===== config.mk =====
export PLATFORM = sky130hd
export DESIGN_NAME = l2_burst_counter
export DESIGN_NICKNAME = d
export VERILOG_FILES = /design/src/source/l2_pkg.sv /design/src/source/l2_burst_counter.sv
export VERILOG_INCLUDE_DIRS = /design/src /design/src/include
export SDC_FILE = /design/constraint.sdc
export NUM_CORES = 1
export LEC_CHECK = 0
export BUFFER_PORTS_ARGS = -buffer_cell sky130_fd_sc_hd__clkbuf_2
export CAP_MARGIN = 10
export CORE_AREA = 4 4 41 43
export CTS_CLUSTER_DIAMETER = 60
export DETAILED_ROUTE_END_ITERATION = 8
export DIE_AREA = 0 0 45 47
export HOLD_SLACK_MARGIN = 0.15
export PLACE_DENSITY = 0.3
export SYNTH_ARGS = -nofsm -noshare
export SYNTH_HDL_FRONTEND = slang
export SYNTH_SLANG_ARGS = --single-unit

===== constraint.sdc =====
create_clock -name clk -period 3 [get_ports clk]
set_input_delay 0.15 -clock clk [delete_from_list [all_inputs] [get_ports clk]]
set_output_delay 0.15 -clock clk [all_outputs]
set_load 0.02 [all_outputs]

===== src/include/l2_cfg.svh =====
`ifndef L2_CFG_SVH
`define L2_CFG_SVH

// byte address width.
`define L2_ADDR_W   32

// number of sets and the index width that selects one.
`define L2_SETS     8
`define L2_INDEX_W  3

// memory bus beat width and beats per cache line.
`define L2_BEAT_W   64
`define L2_BEATS    4

// byte offset within a line, log2 of (beat width / 8 * beats).
`define L2_OFFSET_W 5

// tag is what remains of the address above index and offset.
`define L2_TAG_W    24

`endif


===== src/source/l2_pkg.sv =====
`default_nettype none

`include "l2_cfg.svh"

package l2_pkg;

  typedef logic [`L2_ADDR_W-1:0]   addr_t;
  typedef logic [`L2_TAG_W-1:0]    tag_t;
  typedef logic [`L2_INDEX_W-1:0]  index_t;

  // a full line is the concatenation of all beats, beat zero at the bottom.
  typedef logic [`L2_BEAT_W*`L2_BEATS-1:0] line_t;
  typedef logic [`L2_BEAT_W-1:0]           beat_t;

  typedef logic [$clog2(`L2_BEATS)-1:0] beat_cnt_t;

  typedef enum logic [2:0] {
    idle,
    check,
    buffer,
    write_to_mem,
    read_from_mem
  } ctrl_state_t;

endpackage

`default_nettype wire


===== src/source/l2_burst_counter.sv =====
`timescale 1ns/1ps
`default_nettype none

`include "l2_cfg.svh"

module l2_burst_counter (
  input  logic              clk,
  input  logic              rst,
  input  logic              active,
  input  logic              pmem_resp,
  output l2_pkg::beat_cnt_t beat,
  output logic              burst_done
);

  import l2_pkg::*;

  logic last_beat;

  assign last_beat = (beat == beat_cnt_t'(`L2_BEATS - 1));

  // high together with the response to the final beat of a line.
  assign burst_done = active && pmem_resp && last_beat;

  always_ff @(posedge clk)
  begin
    if (rst)
      beat <= '0;
    else if (!active)
      beat <= '0; // every transfer starts at beat zero.
    else if (pmem_resp)
    begin
      if (last_beat)
        beat <= '0; // a writeback can run straight into a refill.
      else
        beat <= beat + 1'b1;
    end
  end

endmodule

`default_nettype wire


==> run summary <==
For this run, the share of the core covered by cells in the final layout is 13.37%. The maximum operating frequency is 823.4 MHz, and the worst-case headroom to the max-slew limit is 92.19%. The final-report hold violation count was 0.

After the last flow step, the layout net total stands at 26. The critical path is of the reg -> out type. The total standard cell area after synthesis is 102.6 µm².

0 antenna diodes ended up in the layout. The clock tree buffer depth is 2. The mean routed wirelength per cell is 7.382 µm. The region available for standard cell placement spans 0.001301 mm². The number of global-route vias before repair is 103. Synthesis instantiated 8 different standard cells from the library. In the final layout, the registers with the most flip-flops are beat (2).

The height of the die was 47 µm; the overall fraction of global-route tracks in use was 3.470%. For this configuration, the core starts out at a cell density of 7.885%. The run gives 0 as the post-cts sizing count. The clock period could shrink to 1214 ps. For the number of pins with negative max-slew slack in the final report, the log shows 0.

At the worst endpoint, the required time is 2850 ps. After synthesis, the largest family of logic cells by area is simple AND/OR/NAND/NOR gates. Dividing total power by cell area gives a power density of 543.0 mW/mm². Using the TritonRoute via totals, the vias-per-cell ratio works out to 2.971. For this run, the number of Yosys warnings is 0. The worst setup path is launched from a register.

The top cell types in the final layout, fill and taps aside, are sky130_fd_sc_hd__clkbuf_2, sky130_fd_sc_hd__clkbuf_4, sky130_fd_sc_hd__nand2b_1, sky130_fd_sc_hd__dfxtp_1. The clock transition at the registers of the reported paths came out at 30 ps. The die covers 0.002115 mm².

The capturing element type of the critical path was an output pin. The sum of buffers and inverters on the critical path is 1, and the number of non-filler instances in the completed layout is 34. Clock tree synthesis inserted a total of 3 buffers. The commonest non-fill, non-tap cell in the layout is sky130_fd_sc_hd__clkbuf_2. The number of detailed-route iterations in the first pass is 1.

Data on the critical path arrives at its endpoint at 1060 ps. After Yosys synthesis, and, or, nand and nor cells account for 30.49% of the synthesized area. The synthesized net count is 15, and the total number of placement rows is 13. The kind of cell with the highest combined delay on the critical path was flip-flops.

The initial antenna violation count is 0, and the cell count after synthesis is 10. The routed layout has 101 vias. Wires add up to 251 µm. The total overflow left after global routing is 0. Traced cell by cell, the critical path runs through ha_1 > and3_1 > clkbuf_2. Setup violations remaining at the end of the flow were counted as 0. From left edge to right edge, the die measures 45 µm. The share of the Yosys chip area taken by registers is 39.02%. Averaged over all synthesized cells, the footprint is 10.26 µm². The largest clock skew in the final design was 0.9147 ps; the synthesized-area fraction occupied by adder cells was 12.20%. Counting flops per register, the top entry is beat. The run gives 1 as the level count of the clock H-tree. The root buffer cell chosen for the clock tree is sky130_fd_sc_hd__clkbuf_4.

Setup repair after global routing left no endpoint under its margin. The number of setup buffers added after CTS is 0. The antenna violation net count after detailed routing came out at 0.

The first routing iteration left 0 violations. For the pin with the worst max-slew slack, the measured transition is 113.9 ps. The critical path's slowest cell is sky130_fd_sc_hd__dfxtp_1. The layout overhead on the synthesized area is 69.51%.

The number of port buffers works out to 6. Dividing the final minimum period by the clock period gives 40.48%. After detailed routing, the number of remaining DRC violations is 0. The pin count of the biggest net entering global routing is 5, and the cts-stage hold buffer count is 0.

The congestion estimate from routability-driven global placement came to 0.6672. The flip-flop and latch count after synthesis was 2; the largest stage delay on the critical path was 320 ps. The run gives 151.4 µm² as the instance area after placement. The worst hold path belongs to the class in -> reg. The first global-routing pass estimated 420 µm of wire. After synthesis, the share of cell area in mux cells is 9.756%. For this design the static power due to leakage is 0.08945 nW. The total I/O pin count came out at 7. The later pin in the worst-skew pair is clocked with a latency of 220 ps.

In the final layout, the share of cells above drive strength 1 is 52.63%. After routing, the total negative slack on setup checks comes to 0 ps. Of the total synthesized cell area, the portion taken by XOR and XNOR cells is 0%.

The clock drives 2 sinks. After routing the design area is 173.9 µm². TritonCTS built the clock tree.

Along the worst path, the maximum fanout reaches 4. The total placed cells including tap cells came out at 31. Summing the areas of all compound-gate instances in the mapped netlist gives 8.537% of the synthesized area. The flip-flop count of the largest register after layout is 2. The flow ran to the end, and the final reports show no timing, DRC or antenna violations. The worst-case vdd ir drop is 0.1559 mV.

The reported max-cap violation count came out at 0.
## final cells by class
cell class,instances,area [µm²]
Clock buffer,3,22.52
Fill cell,158,1127
Multi-Input combinational cell,8,62.56
Sequential cell,2,40.04
Tap cell,15,18.77
Timing Repair Buffer,6,30.03
## worst paths after layout
kind	from	endpoint	slack, ps	depth (start not counted)
hold reg to reg	beat[0]$_SDFFE_PP0P_	beat[0]$_SDFFE_PP0P_	520	2
hold / removal	active	beat[0]$_SDFFE_PP0P_	210	3
setup reg to reg	beat[0]$_SDFFE_PP0P_	beat[0]$_SDFFE_PP0P_	1930	3
setup / recovery	beat[0]$_SDFFE_PP0P_	burst_done	1790	3
## synth_stat cells (all sizes together)
cell / count / area share [%]
nand2b: 2 / 12
a21oi: 1 / 8.5
and3: 1 / 6.1
nor2: 1 / 3.7
dfxtp: 2 / 39
or3b: 1 / 8.5
ha: 1 / 12
mux2i: 1 / 9.8
## worst reg2reg max path: stages, from the launching register on
cell                      delay (ps)
sky130_fd_sc_hd__dfxtp_1         320
sky130_fd_sc_hd__ha_1            200
sky130_fd_sc_hd__or3b_1          360
sky130_fd_sc_hd__a21oi_2         120
## kinds of logic after synthesis
| group | count (synthesis) |
|---|---|
| mux | 1 |
| fa+ha+maj | 1 |
| compound gates | 1 |
| flops | 2 |
| simple gates | 5 |
## stage by stage
stage	worst slack [ps]	hold WS [ps]	total power, mW
finish	1786	206.8	0.09444
global route	1716	204.7	0.1035
CTS	1768	197.4	0.09967
detailed placement	1941	434.5	0.03695
global placement	1936	443.3	0.03701
floorplan	1881	301.5	0.03313
## power by group
| part | total [mW] | switching [mW] | leakage (nW) | internal [mW] |
|---|---|---|---|---|
| Sequential | 0.0284 | 0.000749 | 0.0163 | 0.0277 |
| Clock | 0.0578 | 0.0138 | 0.0138 | 0.0440 |
| Combinational | 0.00819 | 0.00409 | 0.0594 | 0.00410 |
| Total | 0.0944 | 0.0187 | 0.0895 | 0.0758 |
## routing by layer
layer / track usage [%] / up-vias / part of all wire [%]
met1: 4.072 / 39 / 59
met2: 2.260 / 7 / 20
met4: 3.509 / 0 / 0
met5: 0 / - / 0
met3: 4.598 / 0 / 20
li1: - / 55 / -
(Power assumes the default switching activity.)
