==> src/include/l2_cfg.svh <==
`ifndef L2_CFG_SVH
`define L2_CFG_SVH

// byte address width.
`define L2_ADDR_W   32

// number of sets and the index width that selects one.
`define L2_SETS     8
`define L2_INDEX_W  3

// memory bus beat width and beats per cache line.
`define L2_BEAT_W   64
`define L2_BEATS    4

// byte offset within a line, log2 of (beat width / 8 * beats).
`define L2_OFFSET_W 5

// tag is what remains of the address above index and offset.
`define L2_TAG_W    24

`endif

==> src/source/l2_pkg.sv <==
`default_nettype none

`include "l2_cfg.svh"

package l2_pkg;

  typedef logic [`L2_ADDR_W-1:0]   addr_t;
  typedef logic [`L2_TAG_W-1:0]    tag_t;
  typedef logic [`L2_INDEX_W-1:0]  index_t;

  // a full line is the concatenation of all beats, beat zero at the bottom.
  typedef logic [`L2_BEAT_W*`L2_BEATS-1:0] line_t;
  typedef logic [`L2_BEAT_W-1:0]           beat_t;

  typedef logic [$clog2(`L2_BEATS)-1:0] beat_cnt_t;

  typedef enum logic [2:0] {
    idle,
    check,
    buffer,
    write_to_mem,
    read_from_mem
  } ctrl_state_t;

endpackage

`default_nettype wire

==> src/source/l2_tag_array.sv <==
`timescale 1ns/1ps
`default_nettype none

`include "l2_cfg.svh"

module l2_tag_array (
  input  logic           clk,
  input  logic           rst,
  input  l2_pkg::index_t index,
  input  l2_pkg::tag_t   tag,
  input  logic [1:0]     ld_tag,
  input  logic [1:0]     ld_valid,
  input  logic [1:0]     ld_dirty,
  input  logic           dirty_in,
  input  logic           ld_lru,
  input  logic           lru_in,
  output logic           hit,
  output logic           way_hit,
  output logic           lru,
  output logic           dirty_victim,
  output l2_pkg::tag_t   victim_tag
);

  import l2_pkg::*;

  tag_t       tags  [2][`L2_SETS];
  logic [1:0] valid [`L2_SETS];
  logic [1:0] dirty [`L2_SETS];
  logic       lru_bits [`L2_SETS];

  logic [1:0] way_match;

  // both ways are compared in parallel.
  assign way_match[0] = valid[index][0] && (tags[0][index] == tag);
  assign way_match[1] = valid[index][1] && (tags[1][index] == tag);

  assign hit     = |way_match;
  assign way_hit = way_match[1];

  // lru names the way that is replaced on the next miss.
  assign lru          = lru_bits[index];
  assign dirty_victim = valid[index][lru] && dirty[index][lru];
  assign victim_tag   = tags[lru][index];

  always_ff @(posedge clk)
  begin
    for (int w = 0; w < 2; w++)
    begin
      if (ld_tag[w])
        tags[w][index] <= tag;
    end
  end

  always_ff @(posedge clk)
  begin
    if (rst)
    begin
      for (int s = 0; s < `L2_SETS; s++)
      begin
        valid[s]    <= 2'b00;
        dirty[s]    <= 2'b00;
        lru_bits[s] <= 1'b0;
      end
    end
    else
    begin
      for (int w = 0; w < 2; w++)
      begin
        if (ld_valid[w])
          valid[index][w] <= 1'b1; // a line only leaves by replacement.
        if (ld_dirty[w])
          dirty[index][w] <= dirty_in;
      end
      if (ld_lru)
        lru_bits[index] <= lru_in;
    end
  end

endmodule

`default_nettype wire

==> config.mk <==
export PLATFORM = sky130hd
export DESIGN_NAME = l2_tag_array
export DESIGN_NICKNAME = d
export VERILOG_FILES = /design/src/source/l2_pkg.sv /design/src/source/l2_tag_array.sv
export VERILOG_INCLUDE_DIRS = /design/src /design/src/include
export SDC_FILE = /design/constraint.sdc
export NUM_CORES = 1
export LEC_CHECK = 0
export ABC_AREA = 0
export BUFFER_PORTS_ARGS = -buffer_cell sky130_fd_sc_hd__buf_2
export CAP_MARGIN = 25
export CORE_MARGIN = 2
export CORE_UTILIZATION = 62
export DETAILED_ROUTE_END_ITERATION = 16
export PLACE_DENSITY = 0.82
export SLEW_MARGIN = 40
export SYNTH_ARGS = -nofsm -noshare
export SYNTH_HDL_FRONTEND = slang
export SYNTH_SLANG_ARGS = --single-unit
==> constraint.sdc <==
create_clock -name clk -period 3.6 [get_ports clk]
set_clock_uncertainty 0.1 [all_clocks]
set_input_delay 0.36 -clock clk [delete_from_list [all_inputs] [get_ports clk]]
set_output_delay 0.36 -clock clk [all_outputs]
set_load 0.005 [all_outputs]
==> results.yml <==
power_and_ir_drop:
  cellPowerDensity_nw_per_um2: 511
  p_leak_nw: 7.99
  p_sw_frac: 0.236
  cellInternalPower_mw: 8.73
  ir_worst_vdd_v: 0.000438
  clock_power_share: 0.385
  p_switching_mw: 2.70
  fin_total_pwr_mw: 11.4
  p_seq_frac: 0.494
  combPwrFrac: 0.121
placed_design:
  place.gp.congestion: 0.924
  dpl.hpwl_um: 33800
  port_buffers: 65
  placed_cells_incl_taps: 1746
  place_area_um2: 20600
synth:
  ys_types: 55
  yosysSeqAreaShare: 0.651
  ys_seq_elements: 424
  ys_warn_count: 0
  syn_avg_cell_area_um2: 15.1
  synth_nets: 1316
  ys_async_sr_fraction: 0
  synth_enable_flop_cells: 408
  synth_ff_type: "edfxtp_1"
  synthCells: 1278
  synth_area_um2: 19300
clocking:
  clk-insertion-delay-late_ns: 0.54
  path_clk_slew_ns: 0.06
  cts.htree.levels: 2
  numClockSinks: 424
  cts_buffers: 42
  cts-root-buf: "clkbuf_16"
  clockBufferDepth: 3
  cts_tree: "built"
floorplan:
  fp.dieW_um: 181
  ioPinCount: 66
  row_count: 64
  die_area_um2: 32600
  die_h_um: 181
  floorplan.initialDensity: 0.630
  core_um2: 30700
route:
  dr.pass1.iters: 7
  vias: 13162
  drt_iter0_drc: 2483
  ant_nets: 0
  wirelength_um: 54800
  vias_per_cell: 7.17
  routedWlPerCell_um: 29.8
  drc: 0
layout:
  drive_above_1_share: 0.281
  fin_cells: 1836
  area_growth_pct: 15.8
  nets: 1447
  postLayoutCellArea_um2: 22400
  postLayoutCoreUtil: 0.729
run:
  maxCapViolations: 0
worst_setup_path:
  critPathLaunch: "tags[1][43]$_DFFE_PP_"
  critPathLaunchType: "register"
  critPathMaxFanout: 2
  crit_type: "reg2out"
  crit_arrival_ns: 3.17
  reg2reg_from: "valid[1][1]$_DFF_P_"
  cp.required_ns: 3.14
  cp-end-kind: "output pin"
timing:
  finalSetupViolations: 2
  period_needed_ns: 3.63
  timing.hold.ws_ns: 0.0548
  min_period_over_period: 1.01
  slew_headroom: 0.406
  worst_pin_slew_ns: 0.890
  max_freq_mhz: 275
  slew_violations: 0
  rsz0062_at_grt: "yes"
  hold_viol_final: 0
  setup_ws_ns: -0.0340
hold_path:
  hold_path.startpoint: "ld_valid[1]"
  worstHoldPathType: "in2reg"
run_status:
  status: "complete, but fails checks"
  violations: "negative setup slack"
global_routing:
  grt_pass1_wl_um: 78700
  grt_max_degree: 45
  grt_util_all_layers: 0.325
  grt_overflow: 0
  grt_pass1_vias: 12626
  antenna_found_initial: 1
[cells by family (layout without fill, tap and decap cells)]
| logic type | count (synthesis) | after routing | synth area share |
|---|---|---|---|
| compound gates | 200 | 200 | 0.0733 |
| xor+xnor | 43 | 43 | 0.0195 |
| buf+inv | 90 | 251 | 0.0247 |
| flops | 424 | 424 | 0.651 |
| mux | 259 | 259 | 0.168 |
| other cells | 0 | 1 | 0 |
| simple gates | 262 | 262 | 0.0635 |
[per-stage QoR]
step | TNS, ns | setup WS [ns]
floorplan | 0 | 0.559
global placement | -0.171 | -0.171
detailed placement | -0.182 | -0.182
CTS | -0.0444 | -0.0444
global route | -0.773 | -0.0933
finish | -0.0466 | -0.0340
[sequential cells by signal, summed over array words and instances, names as in the netlist]
name and flops:
valid 16, lru_bits 8, dirty 16, tags 384
[placed cells by master (no fill, tap or decap), types with 8 or more instances in the layout]
master       n
edfxtp_1   408
mux2i_1    131
nor2_1      99
buf_4       86
mux2_2      76
buf_2       62
nand2_1     61
o22ai_1     57
mux4_2      44
clkbuf_16   44
a22oi_1     33
a21o_1      25
a21oi_1     22
xnor2_1     22
xor2_1      19
nand4_1     18
dfxtp_1     16
a221oi_1    15
buf_12      13
clkbuf_1    11
nand3_1     10
a211oi_1     8
[worst max-delay path: stages (launching register included)]
cell	delay, ns
edfxtp_1	0.41
mux4_2	0.51
mux2i_2	0.32
xnor2_2	0.19
nor4_2	0.18
nand4_1	0.12
or4_4	0.56
o31ai_4	0.09
buf_4	0.16
buf_6	0.08
[power by group through the flow]
| stage | registers [mW] | clock network, mW | logic [mW] |
|---|---|---|---|
| after CTS | 5.65 | 4.40 | 1.25 |
| after detailed placement | 5.75 | 0 | 1.23 |
| final | 5.65 | 4.40 | 1.38 |
| after global routing | 5.66 | 4.61 | 1.44 |
| after global placement | 5.74 | 0 | 1.20 |
| after floorplan | 5.73 | 0 | 0.755 |
[layer usage]
| layer | vias to the layer above | global-route usage | routed length, um |
|---|---|---|---|
| met4 | 0 | 0.162 | 2640 |
| li1 | 5335 | - | - |
| met3 | 211 | 0.0748 | 7480 |
| met1 | 6455 | 0.444 | 19300 |
| met2 | 1161 | 0.497 | 25400 |
| met5 | - | 0 | 0 |
[cells in the mapped netlist, drive strengths merged (13+ instances only)]
cell | instances | area share
nor2 | 104 | 0.020
a21oi | 23 | 0.0060
mux2i | 137 | 0.071
nand2 | 63 | 0.012
and3 | 13 | 0.0042
xor2 | 19 | 0.0086
xnor2 | 24 | 0.011
a221oi | 15 | 0.0068
mux4 | 44 | 0.051
nand4 | 18 | 0.0058
a22oi | 33 | 0.013
buf | 57 | 0.018
a21o | 25 | 0.0097
edfxtp | 408 | 0.63
dfxtp | 16 | 0.017
o22ai | 57 | 0.018
mux2 | 78 | 0.046
clkbuf | 27 | 0.0052
[path summary, 6_finish.rpt]
| path | slack (ns) | to | depth (start not counted) |
|---|---|---|---|
| worst max-delay path | -0.03 | hit | 9 |
| worst min-delay path | 0.05 | valid[4][1]$_DFF_P_ | 3 |
| worst max register to register | 2.86 | valid[1][1]$_DFF_P_ | 2 |
| worst min register to register | 0.38 | valid[2][1]$_DFF_P_ | 2 |
[timing repair]
item | CTS | global route
setup buffers | 1 | 11
pin swaps | 2 | 13
cloned | 0 | 2
endpoints found under the setup margin | 20 | 17
gates resized for setup | 11 | 46
hold buffers | 0 | 0
[area by class of cell]
type / count / area [um^2]
Multi-Input combinational cell: 764 / 6490
Fill cell: 1778 / 8300
Inverter: 6 / 35.0
Clock inverter: 21 / 267
Antenna cell: 1 / 2.50
Timing Repair Buffer: 171 / 1420
Clock buffer: 53 / 1090
Sequential cell: 424 / 12600
Tap cell: 396 / 495
(Power assumes the default switching activity.)
