===== src/include/l2_cfg.svh =====
`ifndef L2_CFG_SVH
`define L2_CFG_SVH

// byte address width.
`define L2_ADDR_W   32

// number of sets and the index width that selects one.
`define L2_SETS     8
`define L2_INDEX_W  3

// memory bus beat width and beats per cache line.
`define L2_BEAT_W   64
`define L2_BEATS    4

// byte offset within a line, log2 of (beat width / 8 * beats).
`define L2_OFFSET_W 5

// tag is what remains of the address above index and offset.
`define L2_TAG_W    24

`endif


===== src/source/l2_pkg.sv =====
`default_nettype none

`include "l2_cfg.svh"

package l2_pkg;

  typedef logic [`L2_ADDR_W-1:0]   addr_t;
  typedef logic [`L2_TAG_W-1:0]    tag_t;
  typedef logic [`L2_INDEX_W-1:0]  index_t;

  // a full line is the concatenation of all beats, beat zero at the bottom.
  typedef logic [`L2_BEAT_W*`L2_BEATS-1:0] line_t;
  typedef logic [`L2_BEAT_W-1:0]           beat_t;

  typedef logic [$clog2(`L2_BEATS)-1:0] beat_cnt_t;

  typedef enum logic [2:0] {
    idle,
    check,
    buffer,
    write_to_mem,
    read_from_mem
  } ctrl_state_t;

endpackage

`default_nettype wire


===== src/source/l2_cache_control.sv =====
`timescale 1ns/1ps
`default_nettype none

module l2_cache_control (
  input  logic       clk,
  input  logic       rst,
  input  logic       mem_read,
  input  logic       mem_write,
  input  logic       hit,
  input  logic       way_hit,
  input  logic       lru,
  input  logic       dirty_victim,
  input  logic       burst_done,
  output logic       mem_resp,
  output logic       pmem_read,
  output logic       pmem_write,
  output logic [1:0] ld_tag,
  output logic [1:0] ld_valid,
  output logic [1:0] ld_dirty,
  output logic       dirty_in,
  output logic       ld_lru,
  output logic       lru_in,
  output logic       ld_data,
  output logic       fill_active,
  output logic       addr_victim_sel
);

  import l2_pkg::*;

  ctrl_state_t state, next_state;

  always_ff @(posedge clk)
  begin
    if (rst)
      state <= idle;
    else
      state <= next_state;
  end

  always_comb
  begin
    next_state = state;
    case (state)
      idle:
      begin
        if (mem_read || mem_write)
          next_state = check;
      end
      check:
      begin
        if (hit)
          next_state = idle; // the requester drops its request next cycle.
        else
          next_state = buffer;
      end
      buffer:
      begin
        // a dirty victim has to go out before the new line comes in.
        if (dirty_victim)
          next_state = write_to_mem;
        else
          next_state = read_from_mem;
      end
      write_to_mem:
      begin
        if (burst_done)
          next_state = read_from_mem;
      end
      read_from_mem:
      begin
        if (burst_done)
          next_state = check; // retry, which now hits.
      end
      default:
      begin
        next_state = idle;
      end
    endcase
  end

  always_comb
  begin
    mem_resp        = 1'b0;
    pmem_read       = 1'b0;
    pmem_write      = 1'b0;
    ld_tag          = 2'b00;
    ld_valid        = 2'b00;
    ld_dirty        = 2'b00;
    dirty_in        = 1'b0;
    ld_lru          = 1'b0;
    lru_in          = 1'b0;
    ld_data         = 1'b0;
    fill_active     = 1'b0;
    addr_victim_sel = 1'b0;

    case (state)
      check:
      begin
        if (hit)
        begin
          mem_resp = 1'b1;
          ld_lru   = 1'b1;
          lru_in   = ~way_hit; // the other way becomes least recently used.
          if (mem_write)
          begin
            ld_dirty[way_hit] = 1'b1;
            dirty_in          = 1'b1;
            ld_data           = 1'b1;
          end
        end
      end
      write_to_mem:
      begin
        pmem_write      = 1'b1;
        addr_victim_sel = 1'b1; // address comes from the victim tag.
        if (burst_done)
        begin
          ld_dirty[lru] = 1'b1;
          dirty_in      = 1'b0;
        end
      end
      read_from_mem:
      begin
        pmem_read   = 1'b1;
        fill_active = 1'b1;
        if (burst_done)
        begin
          // install the new line clean in the way that was replaced.
          ld_tag[lru]   = 1'b1;
          ld_valid[lru] = 1'b1;
          ld_dirty[lru] = 1'b1;
          dirty_in      = 1'b0;
        end
      end
      default:
      begin
      end
    endcase
  end

endmodule

`default_nettype wire


===== config.mk =====
export PLATFORM = sky130hd
export DESIGN_NAME = l2_cache_control
export DESIGN_NICKNAME = d
export VERILOG_FILES = /design/src/source/l2_pkg.sv /design/src/source/l2_cache_control.sv
export VERILOG_INCLUDE_DIRS = /design/src /design/src/include
export SDC_FILE = /design/constraint.sdc
export NUM_CORES = 1
export LEC_CHECK = 0
export BUFFER_PORTS_ARGS = -buffer_cell sky130_fd_sc_hd__buf_2
export CAP_MARGIN = 20
export CORE_AREA = 2 2 39 41
export CTS_CLUSTER_SIZE = 8
export DETAILED_ROUTE_END_ITERATION = 10
export DIE_AREA = 0 0 41 43
export PLACE_DENSITY = 0.53
export SLEW_MARGIN = 30
export SYNTH_ARGS = -nofsm -noshare
export SYNTH_HDL_FRONTEND = slang
export SYNTH_SLANG_ARGS = --single-unit

===== constraint.sdc =====
create_clock -name clk -period 1.27 [get_ports clk]
set_input_delay 0.1905 -clock clk [delete_from_list [all_inputs] [get_ports clk]]
set_output_delay 0.1905 -clock clk [all_outputs]
set_load 0.1 [all_outputs]

==> flow_summary.html <==
<table>
<tr><th>Metric</th><th>Value</th></tr>
<tr><th colspan="2">Timing</th></tr>
<tr><td>Hold violation count in the final report</td><td>0</td></tr>
<tr><td>Setup TNS after final layout</td><td>-3.48 ns</td></tr>
<tr><td>Tcrit/Tclk final</td><td>124%</td></tr>
<tr><td>Tmin final</td><td>1.58 ns</td></tr>
<tr><td>Maximum clock rate</td><td>0.633 GHz</td></tr>
<tr><td>Slack of the critical path</td><td>-0.311 ns</td></tr>
<tr><td>RSZ-0062 raised after global routing</td><td>true</td></tr>
<tr><td>Clock Skew</td><td>0.000357 ns</td></tr>
<tr><td>Transition time at the pin with the least slew margin</td><td>0.274 ns</td></tr>
<tr><td>Worst slew slack as a fraction of its limit</td><td>81.7%</td></tr>
<tr><td>Max-slew violation total from the final report</td><td>0</td></tr>
<tr><td>Total of endpoints with negative setup slack in the final report</td><td>15</td></tr>
<tr><th colspan="2">Worst hold path</th></tr>
<tr><td>Hold Startpoint</td><td>rst</td></tr>
<tr><td>Class of the most critical hold timing path</td><td>input port to flip-flop</td></tr>
<tr><th colspan="2">Layout</th></tr>
<tr><td>Cell Count, Final, Fillers Out</td><td>83</td></tr>
<tr><td>Most frequent standard cell in the layout excluding fill and tap cells</td><td>buf_12</td></tr>
<tr><td>Synthesis-to-layout area growth</td><td>179%</td></tr>
<tr><td>Register name with the most flops</td><td>state</td></tr>
<tr><td>Share of layout cells above drive strength 1</td><td>76.1%</td></tr>
<tr><td>Highest-count cells in the layout ignoring fill and taps</td><td>buf_12 (16), buf_2 (8), buf_4 (7)</td></tr>
<tr><td>Number of flip-flops under the largest register name</td><td>3</td></tr>
<tr><td>Leading registers by flop count</td><td>state x3</td></tr>
<tr><td>Diodes inserted</td><td>0</td></tr>
<tr><td>Final layout net count</td><td>77</td></tr>
<tr><th colspan="2">Status</th></tr>
<tr><td>Violated checks</td><td>negative setup slack</td></tr>
<tr><td>Outcome</td><td>complete, but fails checks</td></tr>
<tr><th colspan="2">Clock network</th></tr>
<tr><td>TritonCTS clock tree</td><td>yes</td></tr>
<tr><td>CTS buffer count</td><td>3</td></tr>
<tr><td>Post-CTS Hold Buffers</td><td>0</td></tr>
<tr><td>Clock tree buffer depth</td><td>2</td></tr>
<tr><td>Clock latency reported for the late side of the worst-skew pair</td><td>0.24 ns</td></tr>
<tr><td>Sink Count</td><td>3</td></tr>
<tr><td>CTS root buf</td><td>clkbuf_4</td></tr>
<tr><td>H-Tree Depth</td><td>1</td></tr>
<tr><td>Clock-pin slew reported for the worst setup and hold paths after clock tree synthesis</td><td>0.04 ns</td></tr>
<tr><th colspan="2">Logic synthesis</th></tr>
<tr><td>Netlist cell types</td><td>24</td></tr>
<tr><td>Instance count of the mapped netlist</td><td>36</td></tr>
<tr><td>Sequential fraction of the synthesis area</td><td>20.2%</td></tr>
<tr><td>Top cells by area in the synthesized netlist</td><td>dfxtp_1 (20%), buf_4 (15%), o32ai_2 (5.5%), nand2_1 (5.0%), nand3b_1 (5.0%)</td></tr>
<tr><td>Yosys warns</td><td>0</td></tr>
<tr><td>Area share of the largest cell type after synthesis</td><td>20.2%</td></tr>
<tr><td>Netlist area before placement</td><td>298 sq um</td></tr>
<tr><td>Synthesized area divided by synthesized cell count</td><td>8.27 sq um</td></tr>
<tr><td>Cell taking the most area after synthesis</td><td>dfxtp_1</td></tr>
<tr><td>Post-synthesis net count</td><td>45</td></tr>
<tr><td>Number of synthesized register bits</td><td>3</td></tr>
<tr><th colspan="2">Power and ir drop</th></tr>
<tr><td>IR drop worst, VDD</td><td>420 uV</td></tr>
<tr><td>Static leakage power</td><td>0.339 nW</td></tr>
<tr><td>Power density relative to cell area</td><td>713 mW/mm^2</td></tr>
<tr><th colspan="2">Placement</th></tr>
<tr><td>Number of port buffers</td><td>23</td></tr>
<tr><td>Placed Cells incl. Taps</td><td>78</td></tr>
<tr><td>Final estimated routing congestion in global placement</td><td>0.822</td></tr>
<tr><td>Dpl ws</td><td>-0.0683 ns</td></tr>
<tr><th colspan="2">Die</th></tr>
<tr><td>I/O pin count</td><td>24</td></tr>
<tr><td>Core Region</td><td>0.00138 sq mm</td></tr>
<tr><td>Die outline height</td><td>43 microns</td></tr>
<tr><td>Row Count</td><td>14</td></tr>
<tr><td>Die width</td><td>41 microns</td></tr>
<tr><td>Effective utilization at floorplan</td><td>21.5%</td></tr>
<tr><td>Floorplan die area</td><td>0.00176 sq mm</td></tr>
<tr><th colspan="2">Route</th></tr>
<tr><td>Routed wirelength normalized by instance count</td><td>10.8 microns</td></tr>
<tr><td>Count of unresolved DRC violations after routing</td><td>0</td></tr>
<tr><td>Antenna violation net count after detailed routing</td><td>0</td></tr>
<tr><td>Number of vias per cell</td><td>4.47</td></tr>
<tr><td>Detailed Routing Iterations Pass 1</td><td>3</td></tr>
<tr><td>Iteration-0 DRC Markers</td><td>4</td></tr>
<tr><td>Number of vias in the routed layout</td><td>371</td></tr>
<tr><td>Wire length reported by the detailed router</td><td>900 microns</td></tr>
<tr><th colspan="2">Global routing</th></tr>
<tr><td>Global-route wire length before repair</td><td>1.56 mm</td></tr>
<tr><td>Via count of the first global-routing pass</td><td>385</td></tr>
<tr><td>Number of antenna violations at the first check in global routing</td><td>0</td></tr>
<tr><td>Total Routing Usage GR</td><td>13.0%</td></tr>
<tr><td>Pin count of the biggest net entering global routing</td><td>6</td></tr>
<tr><td>Sum of overflow across all layers after global routing</td><td>0</td></tr>
<tr><th colspan="2">Setup path</th></tr>
<tr><td>Startpoint class of the critical path</td><td>flip-flop</td></tr>
<tr><td>Worst path max stage delay</td><td>0.38 ns</td></tr>
<tr><td>Crit Reg-Reg Startpoint</td><td>state[0]$_SDFFE_PP0P_</td></tr>
<tr><td>Worst setup path startpoint</td><td>state[2]$_SDFFE_PP0P_</td></tr>
<tr><td>Worst Path Arrival</td><td>1.39 ns</td></tr>
<tr><td>Cell type of the slowest stage on the worst timing path</td><td>and4bb_4</td></tr>
<tr><td>Critical path data required time</td><td>1.08 ns</td></tr>
<tr><td>Maximum fanout count along the critical path</td><td>4</td></tr>
<tr><td>Setup CP Type</td><td>flip-flop to output port</td></tr>
<tr><td>Kind of end point of the critical path</td><td>output port</td></tr>
<tr><td>List of cells traversed by the critical path</td><td>and4bb_4, nand2_8, o32ai_4, buf_12</td></tr>
<tr><th colspan="2">Run</th></tr>
<tr><td>Max-cap viol count</td><td>0</td></tr>
</table>
synthesized netlist by cell type:
| master | instances |
|---|---|
| a2111o_1 | 1 |
| a211oi_2 | 1 |
| a21oi_1 | 2 |
| and2_1 | 1 |
| and2b_1 | 1 |
| and3_1 | 1 |
| and3b_1 | 1 |
| and4bb_1 | 1 |
| buf_4 | 6 |
| dfxtp_1 | 3 |
| inv_1 | 1 |
| inv_2 | 1 |
| nand2_1 | 4 |
| nand3b_1 | 2 |
| nor2_1 | 1 |
| nor2_2 | 1 |
| nor2b_1 | 1 |
| nor3_1 | 1 |
| nor3b_1 | 1 |
| nor3b_2 | 1 |
| o21ai_0 | 1 |
| o2bb2ai_1 | 1 |
| o32ai_2 | 1 |
| or3b_1 | 1 |
repair_timing:
action,4_1_cts,5_1_grt
cloned,0,0
buffers inserted,2,0
setup endpoints to repair,15,15
gates resized for setup,3,1
pin swaps,3,0
worst max-delay path, delay by kind of cell, from the launching register on:
family | cells | cell delay [ns]
simple gates | 2 | 0.46
buf+inv | 1 | 0.21
flops | 1 | 0.33
compound gates | 1 | 0.15
final timing paths:
path	depth (start not counted)	to	slack [ns]
max	4	ld_dirty[0]	-0.31
min	2	state[1]$_SDFFE_PP0P_	0.15
max reg2reg	3	state[1]$_SDFFE_PP0P_	0.12
min reg2reg	2	state[1]$_SDFFE_PP0P_	0.55
per-layer routing:
metal / routed length, microns / global-route usage (%) / part of all wire (%)
met5: 0 / 0 / 0
met4: 0 / 2.00 / 0
met3: 76 / 7.85 / 8.4
met2: 520 / 22.5 / 58
met1: 303 / 12.8 / 34
stage by stage:
| stage | cell area [sq um] | total power, mW | utilization [%] | hold WS, ns |
|---|---|---|---|---|
| after floorplan | 420 | 0.306 | - | 0.248 |
| after global placement | 778 | 0.412 | 56.2 | 0.392 |
| after detailed placement | 778 | 0.414 | 56.2 | 0.397 |
| after CTS | 823 | 0.600 | 59.5 | 0.144 |
| after global routing | 832 | 0.626 | 60.1 | 0.145 |
| final | 832 | 0.593 | 60.1 | 0.148 |
cell families (layout without fill, tap and decap cells):
kind of cell / after synthesis / after routing / synth area share [%]
AOI/OAI and AO/OA: 7 / 7 / 21.4
buffers and inverters: 8 / 39 / 17.6
and+or+nand+nor: 18 / 18 / 40.8
DFF: 3 / 3 / 20.2
where the power goes:
group	leakage [nW]	internal [mW]	switching, mW	total, mW
clock network	0.0150	0.118	0.0548	0.173
registers	0.0258	0.103	0.00914	0.112
logic	0.298	0.126	0.182	0.308
final cells by class:
type | count | area, sq um
repair buffers | 33 | 435
well taps | 16 | 20.0
clock buffers | 4 | 26.3
fillers | 116 | 552
flip-flops and latches | 3 | 63.8
multi-input cells | 25 | 267
inverters | 2 | 20.0
No activity file was read; power rests on OpenSTA's default activity.
